[src/rtl/axi_mini_defs.svh]
`ifndef AXI_MINI_DEFS_SVH
`define AXI_MINI_DEFS_SVH

// Width of the AXI transaction ID.
`define AXI_ID_W 4

// Width of the AXI byte address.
`define AXI_ADDR_W 16

// Width of one data beat, which is also one memory word.
`define AXI_DATA_W 32

// Write bursts that may be admitted downstream before their last W beat has passed.
`define AXI_MAX_WRITE_TXNS 2

// Number of words in the shared memory.
`define MEM_DEPTH 256

// Width of the word index, taken from byte address bits [9:2].
`define MEM_ADDR_W 8

`endif

[src/rtl/axi_mini_pkg.sv]
`default_nettype none

`include "axi_mini_defs.svh"

package axi_mini_pkg;

  // Response codes that this subsystem returns on B and R.
  typedef enum logic [1:0] {
    RESP_OKAY   = 2'b00,
    RESP_SLVERR = 2'b10
  } resp_e;

  // Atomic operation kind, as coded in atop[5:4].
  typedef enum logic [1:0] {
    ATOP_NONE          = 2'b00,
    ATOP_ATOMICSTORE   = 2'b01,
    ATOP_ATOMICLOAD    = 2'b10,
    ATOP_ATOMICSWAP_CMP = 2'b11
  } atop_kind_e;

  typedef logic [`AXI_ID_W-1:0]   id_t;
  typedef logic [`AXI_ADDR_W-1:0] addr_t;
  typedef logic [`AXI_DATA_W-1:0] data_t;
  // Burst length minus one, as on the AXI len field.
  typedef logic [7:0]             len_t;

  typedef struct packed {
    id_t        id;
    addr_t      addr;
    len_t       len;
    logic [5:0] atop;
  } aw_chan_t;

  typedef struct packed {
    data_t data;
    logic  last;
  } w_chan_t;

  typedef struct packed {
    id_t   id;
    resp_e resp;
  } b_chan_t;

  typedef struct packed {
    id_t   id;
    addr_t addr;
    len_t  len;
  } ar_chan_t;

  typedef struct packed {
    id_t   id;
    data_t data;
    resp_e resp;
    logic  last;
  } r_chan_t;

endpackage

`default_nettype wire

[src/rtl/mem_pkg.sv]
`default_nettype none

`include "axi_mini_defs.svh"

package mem_pkg;

  // One memory word.
  typedef logic [`AXI_DATA_W-1:0] word_t;

  // A request from one client to the shared SRAM.
  typedef struct packed {
    logic                   we;
    logic [`MEM_ADDR_W-1:0] idx;
    word_t                  wdata;
  } mem_req_t;

  // States of the write side of the ATOP filter.
  typedef enum logic [2:0] {
    W_FEEDTHROUGH,
    BLOCK_AW,
    ABSORB_W,
    INJECT_B,
    WAIT_R
  } filt_w_state_e;

  // States of the read side of the ATOP filter.
  typedef enum logic {
    R_FEEDTHROUGH,
    INJECT_R
  } filt_r_state_e;

  typedef enum logic [1:0] {
    WR_IDLE,
    WR_DATA,
    WR_RESP
  } wr_state_e;

  typedef enum logic [1:0] {
    RD_IDLE,
    RD_REQ,
    RD_DATA
  } rd_state_e;

  // The client that the arbiter served last.
  typedef enum logic {
    GRANT_WR,
    GRANT_RD
  } grant_e;

endpackage

`default_nettype wire

[src/rtl/axi_chan_if.sv]
`timescale 1ns/1ps
`default_nettype none

// All five channels of the reduced AXI4 subset between one master and its slaves.
interface axi_chan_if;

  logic                   aw_valid;
  logic                   aw_ready;
  axi_mini_pkg::aw_chan_t aw;
  logic                   w_valid;
  logic                   w_ready;
  axi_mini_pkg::w_chan_t  w;
  logic                   b_valid;
  logic                   b_ready;
  axi_mini_pkg::b_chan_t  b;
  logic                   ar_valid;
  logic                   ar_ready;
  axi_mini_pkg::ar_chan_t ar;
  logic                   r_valid;
  logic                   r_ready;
  axi_mini_pkg::r_chan_t  r;

  // The master drives requests and the ready of both response channels.
  modport mst (
    output aw_valid, aw, w_valid, w, b_ready, ar_valid, ar, r_ready,
    input  aw_ready, w_ready, b_valid, b, ar_ready, r_valid, r
  );

  // Several slaves may share this side as long as each drives only its own channels.
  modport slv (
    input  aw_valid, aw, w_valid, w, b_ready, ar_valid, ar, r_ready,
    output aw_ready, w_ready, b_valid, b, ar_ready, r_valid, r
  );

endinterface

`default_nettype wire

[src/rtl/axi_atop_filter.sv]
`timescale 1ns/1ps
`default_nettype none

`include "axi_mini_defs.svh"

// Removes atomic writes from the stream toward the memory and answers them itself.
// Each atomic burst gets a SLVERR B, and all kinds except atomic store also get a
// SLVERR R burst of len+1 beats.
module axi_atop_filter (
  input  logic                   clk_i,
  input  logic                   rst_ni,
  input  logic                   slv_aw_valid_i,
  input  axi_mini_pkg::aw_chan_t slv_aw_i,
  output logic                   slv_aw_ready_o,
  input  logic                   slv_w_valid_i,
  input  axi_mini_pkg::w_chan_t  slv_w_i,
  output logic                   slv_w_ready_o,
  output logic                   slv_b_valid_o,
  output axi_mini_pkg::b_chan_t  slv_b_o,
  input  logic                   slv_b_ready_i,
  input  logic                   slv_ar_valid_i,
  input  axi_mini_pkg::ar_chan_t slv_ar_i,
  output logic                   slv_ar_ready_o,
  output logic                   slv_r_valid_o,
  output axi_mini_pkg::r_chan_t  slv_r_o,
  input  logic                   slv_r_ready_i,
  axi_chan_if.mst                bus_o
);

  typedef logic [$clog2(`AXI_MAX_WRITE_TXNS+1)-1:0] cnt_t;

  mem_pkg::filt_w_state_e w_state_d, w_state_q;
  mem_pkg::filt_r_state_e r_state_d, r_state_q;
  cnt_t                   w_cnt_d, w_cnt_q;
  axi_mini_pkg::id_t      id_d, id_q;
  // One-entry command register with the beats still owed on the error R burst.
  axi_mini_pkg::len_t     r_beats_d, r_beats_q;
  logic                   r_push;
  logic                   r_done;
  logic                   is_atop;
  axi_mini_pkg::aw_chan_t aw_out;
  logic                   aw_valid_out;
  logic                   w_valid_out;
  logic                   b_ready_out;
  logic                   r_ready_out;
  axi_mini_pkg::r_chan_t  r_out;

  assign is_atop = slv_aw_valid_i &&
                   (slv_aw_i.atop[5:4] != axi_mini_pkg::ATOP_NONE);

  // Write side. AW passes while the outstanding limit allows it, and W passes only
  // once its AW is downstream, because the atop of the AW decides the fate of W.
  always_comb begin
    aw_out         = slv_aw_i;
    aw_out.atop    = '0;
    aw_valid_out   = 1'b0;
    slv_aw_ready_o = 1'b0;
    w_valid_out    = 1'b0;
    slv_w_ready_o  = 1'b0;
    b_ready_out    = slv_b_ready_i;
    slv_b_valid_o  = bus_o.b_valid;
    slv_b_o        = bus_o.b;
    id_d           = id_q;
    r_push         = 1'b0;
    w_state_d      = w_state_q;

    unique case (w_state_q)
      mem_pkg::W_FEEDTHROUGH: begin
        if (w_cnt_q < `AXI_MAX_WRITE_TXNS) begin
          aw_valid_out   = slv_aw_valid_i;
          slv_aw_ready_o = bus_o.aw_ready;
        end
        if (w_cnt_q != '0) begin
          w_valid_out   = slv_w_valid_i;
          slv_w_ready_o = bus_o.w_ready;
        end
        if (is_atop) begin
          // The atomic AW is taken here and never reaches the memory.
          aw_valid_out   = 1'b0;
          slv_aw_ready_o = 1'b1;
          id_d           = slv_aw_i.id;
          r_push         = (slv_aw_i.atop[5:4] != axi_mini_pkg::ATOP_ATOMICSTORE);
          if (w_cnt_q != '0) begin
            // Earlier bursts still own the W channel.
            w_state_d = mem_pkg::BLOCK_AW;
          end else begin
            w_valid_out   = 1'b0;
            slv_w_ready_o = 1'b1;
            w_state_d = (slv_w_valid_i && slv_w_i.last) ? mem_pkg::INJECT_B
                                                        : mem_pkg::ABSORB_W;
          end
        end
      end
      mem_pkg::BLOCK_AW: begin
        if (w_cnt_q != '0) begin
          w_valid_out   = slv_w_valid_i;
          slv_w_ready_o = bus_o.w_ready;
        end else begin
          slv_w_ready_o = 1'b1;
          w_state_d = (slv_w_valid_i && slv_w_i.last) ? mem_pkg::INJECT_B
                                                      : mem_pkg::ABSORB_W;
        end
      end
      mem_pkg::ABSORB_W: begin
        // Beats of the atomic burst are dropped, one per cycle.
        slv_w_ready_o = 1'b1;
        if (slv_w_valid_i && slv_w_i.last) begin
          w_state_d = mem_pkg::INJECT_B;
        end
      end
      mem_pkg::INJECT_B: begin
        // Downstream B waits while the error response goes out.
        b_ready_out   = 1'b0;
        slv_b_valid_o = 1'b1;
        slv_b_o.id    = id_q;
        slv_b_o.resp  = axi_mini_pkg::RESP_SLVERR;
        if (slv_b_ready_i) begin
          w_state_d = (r_state_q == mem_pkg::INJECT_R && !r_done) ? mem_pkg::WAIT_R
                                                                 : mem_pkg::W_FEEDTHROUGH;
        end
      end
      mem_pkg::WAIT_R: begin
        if (r_state_q == mem_pkg::R_FEEDTHROUGH) begin
          w_state_d = mem_pkg::W_FEEDTHROUGH;
        end
      end
      default: w_state_d = mem_pkg::W_FEEDTHROUGH;
    endcase
  end

  // Read side. AR always passes. An error burst is injected at once, since its ID is
  // the only one of its kind in flight and needs no ordering against other reads.
  always_comb begin
    slv_ar_ready_o = bus_o.ar_ready;
    slv_r_valid_o  = bus_o.r_valid;
    slv_r_o        = bus_o.r;
    r_ready_out    = slv_r_ready_i;
    r_out          = '0;
    r_beats_d      = r_beats_q;
    r_done         = 1'b0;
    r_state_d      = r_state_q;

    unique case (r_state_q)
      mem_pkg::R_FEEDTHROUGH: begin
        if (r_push) begin
          r_beats_d = slv_aw_i.len;
          r_state_d = mem_pkg::INJECT_R;
        end
      end
      mem_pkg::INJECT_R: begin
        r_ready_out   = 1'b0;
        r_out.id      = id_q;
        r_out.resp    = axi_mini_pkg::RESP_SLVERR;
        r_out.last    = (r_beats_q == '0);
        slv_r_o       = r_out;
        slv_r_valid_o = 1'b1;
        if (slv_r_ready_i) begin
          if (r_out.last) begin
            r_done    = 1'b1;
            r_state_d = mem_pkg::R_FEEDTHROUGH;
          end else begin
            r_beats_d = r_beats_q - 8'd1;
          end
        end
      end
      default: r_state_d = mem_pkg::R_FEEDTHROUGH;
    endcase
  end

  // A burst counts from its downstream AW until its last W beat has passed.
  always_comb begin
    w_cnt_d = w_cnt_q;
    if (aw_valid_out && bus_o.aw_ready) begin
      w_cnt_d = w_cnt_d + cnt_t'(1);
    end
    if (w_valid_out && bus_o.w_ready && slv_w_i.last) begin
      w_cnt_d = w_cnt_d - cnt_t'(1);
    end
  end

  assign bus_o.aw_valid = aw_valid_out;
  assign bus_o.aw       = aw_out;
  assign bus_o.w_valid  = w_valid_out;
  assign bus_o.w        = slv_w_i;
  assign bus_o.b_ready  = b_ready_out;
  assign bus_o.ar_valid = slv_ar_valid_i;
  assign bus_o.ar       = slv_ar_i;
  assign bus_o.r_ready  = r_ready_out;

  always_ff @(posedge clk_i or negedge rst_ni) begin
    if (!rst_ni) begin
      w_state_q <= mem_pkg::W_FEEDTHROUGH;
      r_state_q <= mem_pkg::R_FEEDTHROUGH;
      w_cnt_q   <= '0;
      id_q      <= '0;
      r_beats_q <= '0;
    end else begin
      w_state_q <= w_state_d;
      r_state_q <= r_state_d;
      w_cnt_q   <= w_cnt_d;
      id_q      <= id_d;
      r_beats_q <= r_beats_d;
    end
  end

  // No atomic request may ever reach the memory engines.
  a_no_atop_downstream : assert property (@(posedge clk_i) disable iff (!rst_ni)
    bus_o.aw_valid |-> (slv_aw_i.atop[5:4] == axi_mini_pkg::ATOP_NONE))
    else $error("atomic AW leaked to the memory side");

  // The outstanding count follows handshakes on both sides and must stay bounded.
  a_wcnt_bound : assert property (@(posedge clk_i) disable iff (!rst_ni)
    w_cnt_q <= `AXI_MAX_WRITE_TXNS)
    else $error("outstanding write count above its limit");

endmodule

`default_nettype wire

[src/flat_wrapper.sv]
// flat-port wrapper written by rule: the top's interface ports become plain ports
module axi_atop_filter_flat 
  (clk_i, rst_ni, slv_aw_valid_i, slv_aw_i, slv_aw_ready_o, slv_w_valid_i, slv_w_i, slv_w_ready_o, slv_b_valid_o, slv_b_o, slv_b_ready_i, slv_ar_valid_i, slv_ar_i, slv_ar_ready_o, slv_r_valid_o, slv_r_o, slv_r_ready_i, bus_o_aw_valid, bus_o_aw, bus_o_w_valid, bus_o_w, bus_o_b_ready, bus_o_ar_valid, bus_o_ar, bus_o_r_ready, bus_o_aw_ready, bus_o_w_ready, bus_o_b_valid, bus_o_b, bus_o_ar_ready, bus_o_r_valid, bus_o_r);
  axi_chan_if bus_o_i ();
  input  logic clk_i;
  input  logic rst_ni;
  input  logic slv_aw_valid_i;
  input  axi_mini_pkg::aw_chan_t slv_aw_i;
  output logic slv_aw_ready_o;
  input  logic slv_w_valid_i;
  input  axi_mini_pkg::w_chan_t slv_w_i;
  output logic slv_w_ready_o;
  output logic slv_b_valid_o;
  output axi_mini_pkg::b_chan_t slv_b_o;
  input  logic slv_b_ready_i;
  input  logic slv_ar_valid_i;
  input  axi_mini_pkg::ar_chan_t slv_ar_i;
  output logic slv_ar_ready_o;
  output logic slv_r_valid_o;
  output axi_mini_pkg::r_chan_t slv_r_o;
  input  logic slv_r_ready_i;
  output wire logic [$bits(bus_o_i.aw_valid)-1:0] bus_o_aw_valid;
  output wire logic [$bits(bus_o_i.aw)-1:0] bus_o_aw;
  output wire logic [$bits(bus_o_i.w_valid)-1:0] bus_o_w_valid;
  output wire logic [$bits(bus_o_i.w)-1:0] bus_o_w;
  output wire logic [$bits(bus_o_i.b_ready)-1:0] bus_o_b_ready;
  output wire logic [$bits(bus_o_i.ar_valid)-1:0] bus_o_ar_valid;
  output wire logic [$bits(bus_o_i.ar)-1:0] bus_o_ar;
  output wire logic [$bits(bus_o_i.r_ready)-1:0] bus_o_r_ready;
  input wire logic [$bits(bus_o_i.aw_ready)-1:0] bus_o_aw_ready;
  input wire logic [$bits(bus_o_i.w_ready)-1:0] bus_o_w_ready;
  input wire logic [$bits(bus_o_i.b_valid)-1:0] bus_o_b_valid;
  input wire logic [$bits(bus_o_i.b)-1:0] bus_o_b;
  input wire logic [$bits(bus_o_i.ar_ready)-1:0] bus_o_ar_ready;
  input wire logic [$bits(bus_o_i.r_valid)-1:0] bus_o_r_valid;
  input wire logic [$bits(bus_o_i.r)-1:0] bus_o_r;
  assign bus_o_aw_valid = bus_o_i.aw_valid;
  assign bus_o_aw = bus_o_i.aw;
  assign bus_o_w_valid = bus_o_i.w_valid;
  assign bus_o_w = bus_o_i.w;
  assign bus_o_b_ready = bus_o_i.b_ready;
  assign bus_o_ar_valid = bus_o_i.ar_valid;
  assign bus_o_ar = bus_o_i.ar;
  assign bus_o_r_ready = bus_o_i.r_ready;
  assign bus_o_i.aw_ready = bus_o_aw_ready;
  assign bus_o_i.w_ready = bus_o_w_ready;
  assign bus_o_i.b_valid = bus_o_b_valid;
  assign bus_o_i.b = bus_o_b;
  assign bus_o_i.ar_ready = bus_o_ar_ready;
  assign bus_o_i.r_valid = bus_o_r_valid;
  assign bus_o_i.r = bus_o_r;
  axi_atop_filter u_core (.clk_i(clk_i), .rst_ni(rst_ni), .slv_aw_valid_i(slv_aw_valid_i), .slv_aw_i(slv_aw_i), .slv_aw_ready_o(slv_aw_ready_o), .slv_w_valid_i(slv_w_valid_i), .slv_w_i(slv_w_i), .slv_w_ready_o(slv_w_ready_o), .slv_b_valid_o(slv_b_valid_o), .slv_b_o(slv_b_o), .slv_b_ready_i(slv_b_ready_i), .slv_ar_valid_i(slv_ar_valid_i), .slv_ar_i(slv_ar_i), .slv_ar_ready_o(slv_ar_ready_o), .slv_r_valid_o(slv_r_valid_o), .slv_r_o(slv_r_o), .slv_r_ready_i(slv_r_ready_i), .bus_o(bus_o_i));
endmodule
[config.mk]
export PLATFORM = sky130hd
export DESIGN_NAME = axi_atop_filter_flat
export DESIGN_NICKNAME = d
export VERILOG_FILES = /design/src/rtl/axi_mini_pkg.sv /design/src/rtl/mem_pkg.sv /design/src/rtl/axi_chan_if.sv /design/src/rtl/axi_atop_filter.sv /design/src/flat_wrapper.sv
export VERILOG_INCLUDE_DIRS = /design/src /design/src/rtl
export SDC_FILE = /design/constraint.sdc
export NUM_CORES = 1
export LEC_CHECK = 0
export ABC_AREA = 1
export BUFFER_PORTS_ARGS = -buffer_cell sky130_fd_sc_hd__buf_2
export CORE_AREA = 5 5 113 115
export CTS_CLUSTER_SIZE = 14
export DETAILED_ROUTE_END_ITERATION = 8
export DIE_AREA = 0 0 118 120
export SETUP_SLACK_MARGIN = 0.5
export SKIP_LAST_GASP = 1
export SLEW_MARGIN = 20
export SYNTH_ARGS = -nofsm -noshare
export SYNTH_HDL_FRONTEND = slang
export SYNTH_SLANG_ARGS = --single-unit
export TNS_END_PERCENT = 100
[constraint.sdc]
create_clock -name clk_i -period 2.2 [get_ports clk_i]
set_input_delay 0.11 -clock clk_i [delete_from_list [all_inputs] [get_ports clk_i]]
set_output_delay 0.11 -clock clk_i [all_outputs]
set_load 0.01 [all_outputs]
==> results by group <==
Outcome
  • Outcome: completed

Place
  • I/O Buffers: 135
  • Placement Cell Area: 2520 um2
  • Routability Congestion: 0.818
  • HPWL Detailed: 5.72 mm

Worst setup path
  • Crit. End Element: output pin
  • Crit Reg-Reg Startpoint: u_core.r_beats_q[0]
  • Worst-path cell chain: nor2_4 -> nand2_4 -> a21oi_4 -> nor3_1 -> o21bai_1 -> buf_2
  • Worst Path Arrival: 1.50 ns
  • CP max-delay cell: dfrtp_1
  • Max incr delay on CP: 0.46 ns
  • CP required: 2.09 ns
  • Critical path launch point type: flip-flop
  • Crit-path max FO: 5
  • Setup crit start: u_core.w_state_q[1]
  • Crit Path Category: flip-flop to output pin
  • FF-to-FF path depth: 10

Clock tree
  • Clock Sinks: 18
  • CTS Buffer Depth: 2
  • TritonCTS buffer count: 3
  • Clock Latency Late Sink: 0.25 ns
  • CTS tree: done
  • Root Buffer: clkbuf_16
  • Clk slew on worst S/H paths: 0.05 ns
  • Htree depth: 1

Power
  • LEAKAGE: 1.60 nW
  • Worst vdd ir: 0.417 mV
  • Power Total: 2.74 mW
  • Pwr dens: 1040 nW/um2

Floorplanning
  • Core area: 11700 um2
  • Die Ht: 120 um
  • Rows: 40
  • Die X: 118 um
  • Die ar.: 14200 um2
  • Top Ports: 302
  • Initial Util: 20.5%

Synth
  • Seq/Total Area, Yosys: 18.8%
  • Mux cell area share after synthesis: 0%
  • Main synth FF type: dfrtp_1
  • Post-synth top cells: buf_4, nand2_1, inv_1
  • Async set-reset flop share out of synthesis: 100%
  • Post-synthesis cell area: 2400 um2
  • Top-count cell post-synth: buf_4
  • XOR/XNOR Fraction of Synth Area: 0.365%
  • Synth Area in Simple Gates: 29.4%
  • Area contributors post-synth: buf_4, dfrtp_1, nand2_1
  • Cell variety after synth: 31
  • Mapped Cells: 378
  • Compound-Gate Fraction of Synth Area: 8.66%
  • Avg Cell Area, Syn: 6.34 um2
  • Largest family of logic cells by synthesized area: buffers and inverters
  • Yosys reg bits: 18
  • Yosys top cell area share: 30.7%
  • Synth warnings: 0
  • Largest area contributor in the netlist: buf_4
  • Adder-Cell Fraction of Synth Area: 1.04%
  • EDFF count, synth: 0

Timing
  • Setup TNS: 0 ns
  • Minimum clock period: 1.61 ns
  • RSZ-0062 raised after global routing: true
  • Worst-margin pin slew: 0.603 ns
  • Final period util: 73.3%
  • Final slew viol count: 0
  • Final hold vios: 0
  • Worst hold slack: 0.0858 ns
  • Slew Limit Headroom: 59.8%
  • Final setup fails: 0
  • Clock Skew: 0.00224 ns
  • FMAX: 620 MHz

Drt
  • Post-route DRC: 0
  • Routed Wire Length: 6.88 mm
  • WL per Instance: 12.1 um
  • Number of vias per cell: 3.83
  • DRT Pass-1 Iters: 4
  • Iter 0 DRT Violations: 78
  • ANT nets after route: 0
  • Vias: 2181

GRT
  • GRT Residual Overflow: 0
  • First-pass GRT wire length: 10.3 mm
  • Largest net degree at the start of global routing: 46
  • Vias in the first global route: 1936
  • Initial antenna violation count: 0
  • GRT Resource Usage Total: 8.65%

Worst hold path
  • Worst Hold Class: input port to flip-flop
  • Hold_sp: slv_aw_i[30]
  • Hold path cells: 3

Job
  • Max cap viols: 0

Final layout
  • P&R area growth vs syn: 9.97%
  • FILL cells: 1354
  • Layout cells sized above 1: 39.3%
  • Antenna diode count: 0
  • Final #Nets: 578
  • Post-Layout Inst Area: 2640 um2
  • Utilization after layout: 22.5%
## routing by layer
metal,global-route usage (%),share of wire (%),up-vias
met2,13.0,46,97
met3,3.96,10,22
met1,11.4,43,941
li1,-,-,1121
met5,0,0,-
met4,1.79,0.86,0
## where the power goes
group	leakage (nW)	total [mW]	internal (mW)	switching, mW
clock	0.0370	0.360	0.239	0.121
combinational	1.35	1.74	0.677	1.07
sequential	0.219	0.633	0.487	0.146
## worst paths after layout
check,slack [ns],to
hold / removal,0.09,u_core.id_q[0]
setup / recovery,0.59,slv_w_ready_o
min in group asynchronous,0.34,u_core.r_beats_q[0]
setup reg to reg,0.64,u_core.r_beats_q[2]
hold reg to reg,0.52,u_core.r_beats_q[1]
max in group asynchronous,1.55,u_core.w_cnt_q[1]
## through the flow
step	worst slack, ns	cells
global route	0.499	569
detailed placement	0.568	562
finish	0.588	569
global placement	0.607	562
CTS	0.512	568
floorplan	0.804	383
## worst max-delay path: cells and delay by family (launching register included)
family	cells	cell delay (ns)
compound gates	2	0.28
buf+inv	1	0.15
flops	1	0.46
simple gates	3	0.37
## layout make-up
| type | count | area (um2) | share of cell area (%) |
|---|---|---|---|
| multi-input cells | 202 | 980 | 37.2 |
| repair buffers | 140 | 716 | 27.1 |
| flip-flops and latches | 18 | 450 | 17.1 |
| inverters | 59 | 231 | 8.78 |
| well taps | 147 | 184 | 6.98 |
| clock buffers | 3 | 75.1 | 2.85 |
## placed cells by master, fill, tap and decap left out
cell type,count
nand3_2,1
dlygate4sd3_1,1
a21oi_4,1
inv_1,53
dfrtp_1,18
inv_6,2
nand4_1,5
nand2_1,72
o21ai_4,1
nand2_2,2
o31ai_1,1
o21bai_1,2
clkbuf_16,3
nor2_2,1
a21oi_1,6
o21ai_1,4
nor2_1,54
inv_2,4
nor3_1,4
ha_2,2
xnor2_1,1
buf_2,135
nand3_1,7
nand2_4,3
buf_4,4
nor2_4,1
o21a_1,1
nand2_8,1
o21ai_0,19
nand3_4,1
or2_2,4
nand3b_1,2
conb_1,6
## registers in the layout, indices dropped and copies added, names as in the netlist
name              flops
u_core.r_beats_q      8
u_core.w_state_q      3
u_core.w_cnt_q        2
u_core.id_q           4
u_core.r_state_q      1
## cells by family after synthesis
logic type | count (synthesis)
fa+ha+maj | 2
compound gates | 35
xor+xnor | 1
buf+inv | 163
other cells | 1
simple gates | 158
flops | 18
## timing repair
item,in CTS,in global routing
buffers inserted,2,1
hold buffers,1,0
pin swaps,1,3
gates resized for setup,0,7
endpoints found under the hold margin,18,0
endpoints found under the setup margin,2,9
Note: power is estimated with default switching activity, not from simulation.
